--- config.mk ---
export PLATFORM = sky130hd
export DESIGN_NAME = corr_ones_top
export DESIGN_NICKNAME = d
export VERILOG_FILES = /design/src/logic/corr_ones_pkg.sv /design/src/logic/count_ram_if.sv /design/src/logic/count_bank_ram.sv /design/src/logic/ones_accumulator.sv /design/src/logic/count_readout.sv /design/src/logic/corr_ones_top.sv
export VERILOG_INCLUDE_DIRS = /design/src /design/src/include
export SDC_FILE = /design/constraint.sdc
export NUM_CORES = 2
export LEC_CHECK = 0
export BUFFER_PORTS_ARGS = -buffer_cell sky130_fd_sc_hd__buf_2
export CAP_MARGIN = 20
export CORE_MARGIN = 4
export CORE_UTILIZATION = 40
export CTS_CLUSTER_DIAMETER = 100
export DETAILED_ROUTE_END_ITERATION = 16
export PLACE_DENSITY = 0.51
export REMOVE_ABC_BUFFERS = 1
export SETUP_SLACK_MARGIN = 0.1
export SYNTH_ARGS = -nofsm -noshare
export SYNTH_HDL_FRONTEND = slang
export SYNTH_SLANG_ARGS = --single-unit
--- constraint.sdc ---
create_clock -name clk_x -period 5.5 [get_ports clk_x]
set_clock_uncertainty 0.05 [all_clocks]
set_input_delay 1.1 -clock clk_x [delete_from_list [all_inputs] [get_ports clk_x]]
set_output_delay 1.1 -clock clk_x [all_outputs]
set_load 0.03 [all_outputs]
--- src/include/corr_ones_cfg.svh ---
`ifndef CORR_ONES_CFG_SVH
`define CORR_ONES_CFG_SVH

// Sizing of the ones-counter block.

// Width of one accumulated count.
`define CORR_ACCUM_W 32

// Antenna lanes, each one bit per slot.
`define CORR_LANES 2

// Slots per pass of the time multiplexer.
`define CORR_SLOTS 12

// Full antenna word, all lanes side by side.
`define CORR_ANT_W (`CORR_LANES * `CORR_SLOTS)

// Bus and count memory address width.
`define CORR_ADR_W 5

`endif

--- src/logic/corr_ones_pkg.sv ---
`include "corr_ones_cfg.svh"

package corr_ones_pkg;

   // One accumulated count.
   typedef logic [`CORR_ACCUM_W-1:0] count_t;

   // Raw antenna word. Lane 0 low, lane 1 high.
   typedef logic [`CORR_ANT_W-1:0] ant_word_t;

   // Slot index within one pass.
   typedef logic [$clog2(`CORR_SLOTS)-1:0] slot_t;

   // Count memory word address, bank bit then slot.
   typedef logic [`CORR_ADR_W-1:0] ram_addr_t;

   // Bus address, lane bit then slot.
   typedef logic [`CORR_ADR_W-1:0] bus_adr_t;

   // Readout bus states.
   typedef enum logic [1:0] {
      BUS_IDLE, // No cycle open.
      BUS_READ, // Address registered, memory read under way.
      BUS_ACK,  // Read data on the memory port.
      BUS_WAIT  // Ack sent, cycle still open.
   } bus_state_e;

endpackage

--- src/logic/count_ram_if.sv ---
interface count_ram_if;
   import corr_ones_pkg::*;

   // Accumulator read port. Both lanes at once.
   ram_addr_t acc_rd_addr;
   count_t    acc_rd_data0;
   count_t    acc_rd_data1;

   // Accumulator write port. Same address for both lanes.
   logic      acc_wr_en;
   ram_addr_t acc_wr_addr;
   count_t    acc_wr_data0;
   count_t    acc_wr_data1;

   // Bus read port. One lane per access.
   ram_addr_t bus_rd_addr;
   logic      bus_rd_lane;     // 0 = lane 0, 1 = lane 1.
   count_t    bus_rd_data;

   modport acc (
      output acc_rd_addr, acc_wr_en, acc_wr_addr, acc_wr_data0, acc_wr_data1,
      input  acc_rd_data0, acc_rd_data1
   );

   modport rdout (
      output bus_rd_addr, bus_rd_lane,
      input  bus_rd_data
   );

   modport mem (
      input  acc_rd_addr, acc_wr_en, acc_wr_addr, acc_wr_data0, acc_wr_data1,
      input  bus_rd_addr, bus_rd_lane,
      output acc_rd_data0, acc_rd_data1, bus_rd_data
   );
endinterface

--- src/logic/count_bank_ram.sv ---
`include "corr_ones_cfg.svh"

module count_bank_ram (
   input  logic    clk_x,
   count_ram_if.mem mem
);
   import corr_ones_pkg::*;

   // Two banks of 16 words per lane. Slots 12 to 15 are never written.
   localparam int depth = 2 ** `CORR_ADR_W;

   count_t lane0_mem [depth];  // Counts for antenna lane 0.
   count_t lane1_mem [depth];  // Counts for antenna lane 1.

   // --------------------------------------------------
   // Accumulator side
   // --------------------------------------------------

   // Read and write both lanes in parallel.
   // Registered read, one cycle from address to data.
   always_ff @(posedge clk_x) begin : acc_port
      if (mem.acc_wr_en) begin
         lane0_mem[mem.acc_wr_addr] <= mem.acc_wr_data0;
         lane1_mem[mem.acc_wr_addr] <= mem.acc_wr_data1;
      end
      mem.acc_rd_data0 <= lane0_mem[mem.acc_rd_addr];  // Old data on a clash.
      mem.acc_rd_data1 <= lane1_mem[mem.acc_rd_addr];
   end

   // --------------------------------------------------
   // Bus side
   // --------------------------------------------------

   // Third read port, lane picked by the bus.
   always_ff @(posedge clk_x) begin : bus_port
      if (mem.bus_rd_lane) begin
         mem.bus_rd_data <= lane1_mem[mem.bus_rd_addr];
      end else begin
         mem.bus_rd_data <= lane0_mem[mem.bus_rd_addr];
      end
   end

   // The accumulator pipeline keeps three slots in flight.
   // A slot comes back only after a full pass, so the write of
   // one slot must never meet the read of the same word.
   property p_no_rw_clash;
      @(posedge clk_x)
         mem.acc_wr_en |-> (mem.acc_wr_addr != mem.acc_rd_addr);
   endproperty

   a_no_rw_clash : assert property (p_no_rw_clash)
      else $error("count_bank_ram: write and read hit word %0d together",
                  mem.acc_wr_addr);

endmodule

--- src/logic/ones_accumulator.sv ---
`include "corr_ones_cfg.svh"

module ones_accumulator (
   input  logic                     clk_x,
   input  logic                     rst,
   input  logic                     enable_i,       // Acquisition running.
   input  logic                     switch_i,       // Bank switch request.
   input  corr_ones_pkg::ant_word_t antenna_i,      // One word per cycle.
   output logic                     active_bank_o,  // Bank being counted into.
   count_ram_if.acc                 ram
);
   import corr_ones_pkg::*;

   localparam slot_t last_slot = slot_t'(`CORR_SLOTS - 1);

   // Slot and bank control.
   slot_t     slot_q;
   logic      bank_q;
   logic      pending_q;   // Switch seen, waiting for the wrap.
   logic      clear_q;     // First pass in a fresh bank.
   logic      wrap;

   // Antenna lanes.
   logic [`CORR_SLOTS-1:0] lane0;
   logic [`CORR_SLOTS-1:0] lane1;

   // Stage one, read issued.
   logic      s1_vld_q;
   logic      s1_clr_q;
   logic      s1_bit0_q;
   logic      s1_bit1_q;
   ram_addr_t s1_addr_q;

   // Stage two, sums ready for write back.
   logic      s2_vld_q;
   ram_addr_t s2_addr_q;
   count_t    s2_sum0_q;
   count_t    s2_sum1_q;

   // Count read back, or zero in a fresh bank.
   count_t    base0;
   count_t    base1;

   assign {lane1, lane0} = antenna_i;          // Lane 0 in the low half.
   assign wrap           = (slot_q == last_slot);
   assign active_bank_o  = bank_q;

   // --------------------------------------------------
   // Slot counter and bank switching
   // --------------------------------------------------

   // One slot per enabled cycle, 0 to 11.
   always_ff @(posedge clk_x) begin
      if (rst) begin
         slot_q <= '0;
      end else if (enable_i) begin
         slot_q <= wrap ? '0 : slot_q + slot_t'(1);
      end
   end

   // Flip only at an enabled wrap, so a pass never splits across banks.
   always_ff @(posedge clk_x) begin
      if (rst) begin
         bank_q    <= 1'b0;
         pending_q <= 1'b0;
         clear_q   <= 1'b1;   // Bank 0 starts from zero.
      end else if (enable_i && wrap && (switch_i || pending_q)) begin
         bank_q    <= ~bank_q;
         pending_q <= 1'b0;
         clear_q   <= 1'b1;   // New bank zeroes itself on its first pass.
      end else begin
         if (switch_i) begin
            pending_q <= 1'b1;
         end
         if (enable_i && wrap && clear_q) begin
            clear_q <= 1'b0;  // Whole bank has been rewritten.
         end
      end
   end

   // --------------------------------------------------
   // Read, add, write pipeline
   // --------------------------------------------------

   // Read the current slot of the active bank every cycle.
   assign ram.acc_rd_addr = {bank_q, slot_q};

   // Valid chain. Only enabled cycles enter.
   always_ff @(posedge clk_x) begin
      if (rst) begin
         s1_vld_q <= 1'b0;
         s2_vld_q <= 1'b0;
      end else begin
         s1_vld_q <= enable_i;
         s2_vld_q <= s1_vld_q;  // In-flight items finish without enable.
      end
   end

   // Latch the slot's antenna bits alongside the read.
   always_ff @(posedge clk_x) begin
      if (enable_i) begin
         s1_addr_q <= ram.acc_rd_addr;
         s1_clr_q  <= clear_q;  // Travels with the item across the wrap.
         s1_bit0_q <= lane0[slot_q];
         s1_bit1_q <= lane1[slot_q];
      end
   end

   assign base0 = s1_clr_q ? '0 : ram.acc_rd_data0;
   assign base1 = s1_clr_q ? '0 : ram.acc_rd_data1;

   // Add the ones. Two lanes per cycle.
   always_ff @(posedge clk_x) begin
      s2_addr_q <= s1_addr_q;
      s2_sum0_q <= base0 + count_t'(s1_bit0_q);
      s2_sum1_q <= base1 + count_t'(s1_bit1_q);
   end

   // Write back to the word the read used.
   assign ram.acc_wr_en    = s2_vld_q;
   assign ram.acc_wr_addr  = s2_addr_q;
   assign ram.acc_wr_data0 = s2_sum0_q;
   assign ram.acc_wr_data1 = s2_sum1_q;

   // Slot stays inside one pass.
   a_slot_range : assert property (
      @(posedge clk_x) disable iff (rst) slot_q <= last_slot)
      else $error("ones_accumulator: slot %0d out of range", slot_q);

   // Every write goes back to the word a read issued two edges before.
   a_wr_after_rd : assert property (
      @(posedge clk_x) disable iff (rst)
         ram.acc_wr_en |-> $past(enable_i && !rst, 2) &&
                           (ram.acc_wr_addr == $past(ram.acc_rd_addr, 2)))
      else $error("ones_accumulator: write without a matching read");

endmodule

--- src/logic/count_readout.sv ---
`include "corr_ones_cfg.svh"

module count_readout (
   input  logic                    clk_x,
   input  logic                    rst,
   input  logic                    cyc_i,          // Bus cycle open.
   input  logic                    stb_i,          // Transfer strobe.
   input  logic                    we_i,           // Writes are acked only.
   input  corr_ones_pkg::bus_adr_t adr_i,          // Lane bit, then slot.
   input  logic                    active_bank_i,  // Bank being counted into.
   output logic                    ack_o,
   output corr_ones_pkg::count_t   dat_o,
   count_ram_if.rdout              ram
);
   import corr_ones_pkg::*;

   bus_state_e state_q;
   logic       start;   // New transfer accepted this cycle.
   logic       we_q;    // Transfer in progress is a write.

   // Accept in idle, or once the previous ack has gone by.
   assign start = cyc_i && stb_i &&
                  ((state_q == BUS_IDLE) || ((state_q == BUS_WAIT) && !ack_o));

   // --------------------------------------------------
   // Bus FSM
   // --------------------------------------------------

   // Strobe edge, then memory read edge, then ack edge.
   always_ff @(posedge clk_x) begin
      if (rst) begin
         state_q <= BUS_IDLE;
         ack_o   <= 1'b0;
      end else begin
         ack_o <= 1'b0;                 // Ack lasts one cycle.
         case (state_q)
            BUS_IDLE: begin
               if (start) begin
                  state_q <= BUS_READ;
               end
            end
            BUS_READ: begin
               state_q <= BUS_ACK;        // Memory samples the address.
            end
            BUS_ACK: begin
               state_q <= BUS_WAIT;
               ack_o   <= 1'b1;           // Data goes out with the ack.
            end
            BUS_WAIT: begin
               if (start) begin
                  state_q <= BUS_READ;    // Back-to-back transfer.
               end else if (!cyc_i) begin
                  state_q <= BUS_IDLE;
               end
            end
            default: begin
               state_q <= BUS_IDLE;
            end
         endcase
      end
   end

   // Only the inactive bank is read, the active one is busy counting.
   always_ff @(posedge clk_x) begin
      if (start) begin
         ram.bus_rd_addr <= {~active_bank_i, adr_i[$bits(slot_t)-1:0]};
         ram.bus_rd_lane <= adr_i[`CORR_ADR_W-1];
         we_q            <= we_i;
      end
      if ((state_q == BUS_ACK) && !we_q) begin
         dat_o <= ram.bus_rd_data;      // Holds until the next read.
      end
   end

   // Single-cycle ack, two cycles after the edge that took the strobe.
   a_ack_single : assert property (
      @(posedge clk_x) disable iff (rst) ack_o |-> !$past(ack_o) && $past(start, 3))
      else $error("count_readout: ack held or not tied to a strobe");

endmodule

--- src/logic/corr_ones_top.sv ---
module corr_ones_top (
   input  logic                     clk_x,
   input  logic                     rst,

   // Antenna side.
   input  logic                     enable_i,   // Acquisition running.
   input  logic                     switch_i,   // Switch banks at next wrap.
   input  corr_ones_pkg::ant_word_t antenna_i,

   // Readout bus.
   input  logic                     cyc_i,
   input  logic                     stb_i,
   input  logic                     we_i,
   input  corr_ones_pkg::bus_adr_t  adr_i,
   output logic                     ack_o,
   output corr_ones_pkg::count_t    dat_o,

   // Active bank, so software sees when a switch has taken place.
   output logic                     bank_o
);

   // --------------------------------------------------
   // Count memory and its clients
   // --------------------------------------------------

   count_ram_if ram_if ();

   // Two lanes, two banks.
   count_bank_ram u_count_bank_ram (
      .clk_x (clk_x),
      .mem   (ram_if)
   );

   // Slot walk and the read, add, write pipeline.
   ones_accumulator u_ones_accumulator (
      .clk_x         (clk_x),
      .rst           (rst),
      .enable_i      (enable_i),
      .switch_i      (switch_i),
      .antenna_i     (antenna_i),
      .active_bank_o (bank_o),
      .ram           (ram_if)
   );

   // Bus reads from the bank opposite bank_o.
   count_readout u_count_readout (
      .clk_x         (clk_x),
      .rst           (rst),
      .cyc_i         (cyc_i),
      .stb_i         (stb_i),
      .we_i          (we_i),
      .adr_i         (adr_i),
      .active_bank_i (bank_o),
      .ack_o         (ack_o),
      .dat_o         (dat_o),
      .ram           (ram_if)
   );

endmodule

==> results.json <==
{
  "vias_per_cell": 6.442,
  "io_pins": 70,
  "synthMuxAreaShare": 0.2663,
  "drtIter0Drc": 7094,
  "cp_max_fo": 34,
  "yosys.area_share.simple": 0.02384,
  "synth-edff-count": 2095,
  "post_dp_cell_area_sq_um": 105900,
  "relSlewSlack": 0.1879,
  "cp.required_ns": 6.18,
  "synth_compound_area_frac": 0.02416,
  "numClockSinks": 2277,
  "critPathTopFamily": "compound AO/OA/AOI/OAI gates",
  "die_area_sq_um": 259000,
  "power_density_nw_per_um2": 383.8,
  "fill_cells": 20780,
  "totalWireLength_mm": 335.4,
  "maxCapViolCount": 0,
  "drc": 0,
  "ys_ff_latch": 2277,
  "hold_buffers": 0,
  "hold_path_class": "reg -> reg",
  "first_global_vias": 56390,
  "worst_setup_path_start_kind": "flip-flop",
  "drive_gt1_frac": 0.3696,
  "final_area_sq_um": 115000,
  "critPathBufInv": 2,
  "track_usage": 0.2583,
  "min_period_ns": 3.832,
  "finalMaxSlewViolations": 0,
  "synth_cell_types": 55,
  "place_hpwl_mm": 183.6,
  "start_util": 0.4029,
  "yosys_warnings": 0,
  "place_congestion": 0.8082,
  "first_pass_iters": 6,
  "ys.flop_type": "edfxtp_1",
  "cts-resized-gates": 0,
  "num_vias": 54830,
  "synth_top_family_by_area": "multiplexers",
  "fmax_mhz": 261.0,
  "critPathArrivalTime_ns": 4.51,
  "fin_util": 0.4615,
  "tritoncts": "built",
  "die_h_um": 508.9,
  "ant_nets": 0,
  "reg2regPathDepth": 6,
  "setup_violations": 0,
  "core.rowCount": 183,
  "layout.nets": 5027,
  "insertion_delay_ns": 0.92,
  "htreeDepth": 5,
  "worstSetupPathType": "reg -> reg",
  "status": "completed",
  "die_w_um": 508.9,
  "antenna_found_initial": 16,
  "cp_cell_sequence": "buf_4 > buf_4 > mux4_2 > a22o_1 > a221oi_1 > a221oi_1",
  "postCtsSetupRepairBufs": 0,
  "grt_max_degree": 84,
  "portBuffers": 69,
  "syn_area_sq_um": 100400,
  "ir_worst_vdd_v": 0.0002259,
  "cts_root_buf": "clkbuf_16",
  "worst-path-stages": 6,
  "cts_made_buffers": 274,
  "grt_overflow_total": 0,
  "timing.rr.end": "u_count_bank_ram.mem.bus_rd_data[0]",
  "tightest_slew_ns": 1.218,
  "cpPeakStageDelay_ns": 0.94,
  "cts.clk_slew.worst_paths_ns": 0.06,
  "yosysTopAreaCell": "edfxtp_1",
  "rsz0062_at_grt": "false",
  "core-area_sq_um": 249100,
  "async_flop_share": 0,
  "hold-path-cell-count": 0,
  "endpoint": "u_count_bank_ram.mem.bus_rd_data[0]",
  "clockBufferDepth": 4,
  "r2r_setup_slack_ns": 1.67,
  "syn_avg_cell_area_sq_um": 20.98,
  "area_delta_synth_final_pct": 14.56,
  "synth-xor-area-share": 0.004625,
  "wire_per_inst_um": 39.41,
  "grt_pass1_wl_mm": 462.6,
  "p_leak_nw": 35.12,
  "synth_area_leaders": "edfxtp_1, mux4_2, dfxtp_1",
  "ys_seq_area_frac": 0.6631,
  "synth_common_cells": "edfxtp_1, mux4_2, nand2_1",
  "yosysMostFrequentCell": "edfxtp_1",
  "crit_slowest_cell": "dfxtp_4",
  "finalSetupTns_ns": 0,
  "yosysTopAreaCellShare": 0.6268,
  "synthAdderAreaFrac": 0.001247,
  "worstSetupEndpointType": "flip-flop",
  "hold_viol": 0,
  "synth_cells": 4784,
  "finalCritPeriodShare": 0.6967
}
per-layer routing:
layer,GRT usage,share of wire
met1,0.3757,0.42
met2,0.4049,0.47
met3,0.04446,0.076
met4,0.07113,0.028
met5,0,0.000021
where the power goes:
| part | internal, W | leakage [nW] | switching (W) |
|---|---|---|---|
| Clock | 0.0109 | 4.31 | 0.00711 |
| Combinational | 0.00301 | 10.4 | 0.00374 |
| Sequential | 0.0189 | 20.4 | 0.000446 |
| Total | 0.0328 | 35.1 | 0.0113 |
cell type report:
type,instances,area [sq um],area share
timing repair buffer,276,2917,0.02537
clock buffer,369,7622,0.06630
inverter,12,46.29,0.0004027
clock inverter,104,1179,0.01025
antenna,3,7.507,0.00006530
multi-input combinational,2140,32450,0.2822
tap,3330,4167,0.03624
sequential,2277,66590,0.5792
flip-flops by register name, summed over array words and instances (netlist names), 32 cells and up, named ones only:
register and count:
u_count_bank_ram.lane1_mem 1024, u_count_bank_ram.mem.bus_rd_data 32, u_ones_accumulator.ram.acc_wr_data1 32, u_count_readout.dat_o 32, u_count_bank_ram.mem.acc_rd_data1 32, u_count_bank_ram.mem.acc_rd_data0 32, u_ones_accumulator.ram.acc_wr_data0 32, u_count_bank_ram.lane0_mem 1024
layout by cell type (no fill, tap or decap), types with 24 or more instances in the layout:
cell type     n
edfxtp_1   2095
mux4_2     1152
clkbuf_16   281
nand2_1     209
dfxtp_1     173
buf_4       131
nor2_1       95
o22ai_1      74
buf_2        69
buf_12       65
clkbuf_1     62
a221oi_1     61
a21oi_1      58
a22oi_1      44
mux2i_1      44
clkinv_2     39
xnor2_1      39
a22o_1       38
nor2_4       34
mux2_2       30
clkbuf_8     26
nor2b_1      25
o221ai_1     25
bufinv_16    25
nor3_1       24
how the worst min path moves through the flow:
stage,start,end,slack (ns)
after floorplan,u_ones_accumulator.s1_addr_q[0],u_ones_accumulator.ram.acc_wr_addr[0],0.27
after global placement,u_ones_accumulator.s1_addr_q[3],u_ones_accumulator.ram.acc_wr_addr[3],0.27
after detailed placement,u_ones_accumulator.s1_addr_q[2],u_ones_accumulator.ram.acc_wr_addr[2],0.28
after CTS,we_i,u_count_readout.we_q,0.24
after global routing,we_i,u_count_readout.we_q,0.28
final,u_ones_accumulator.s1_addr_q[3],u_ones_accumulator.ram.acc_wr_addr[3],0.29
metrics by stage:
stage | worst slack [ns] | hold WS (ns) | power (W) | cells
finish | 1.668 | 0.2909 | 0.04413 | 8511
global route | 1.411 | 0.2766 | 0.04560 | 8509
CTS | 1.719 | 0.2415 | 0.04452 | 8498
detailed placement | 1.699 | 0.2794 | 0.02656 | 8025
global placement | 1.700 | 0.2746 | 0.02660 | 8021
floorplan | -18.38 | 0.2733 | 0.02594 | 4429
logic make-up (layout without fill, tap and decap cells):
group / count (synthesis) / in the layout
buffers and inverters: 367 / 761
and+or+nand+nor: 513 / 513
DFF: 2277 / 2277
xor gates and xnor gates: 53 / 53
adders and majority gates: 10 / 10
muxes: 1226 / 1226
AOI/OAI and AO/OA: 338 / 338
other: 0 / 3
(Power assumes the default switching activity.)
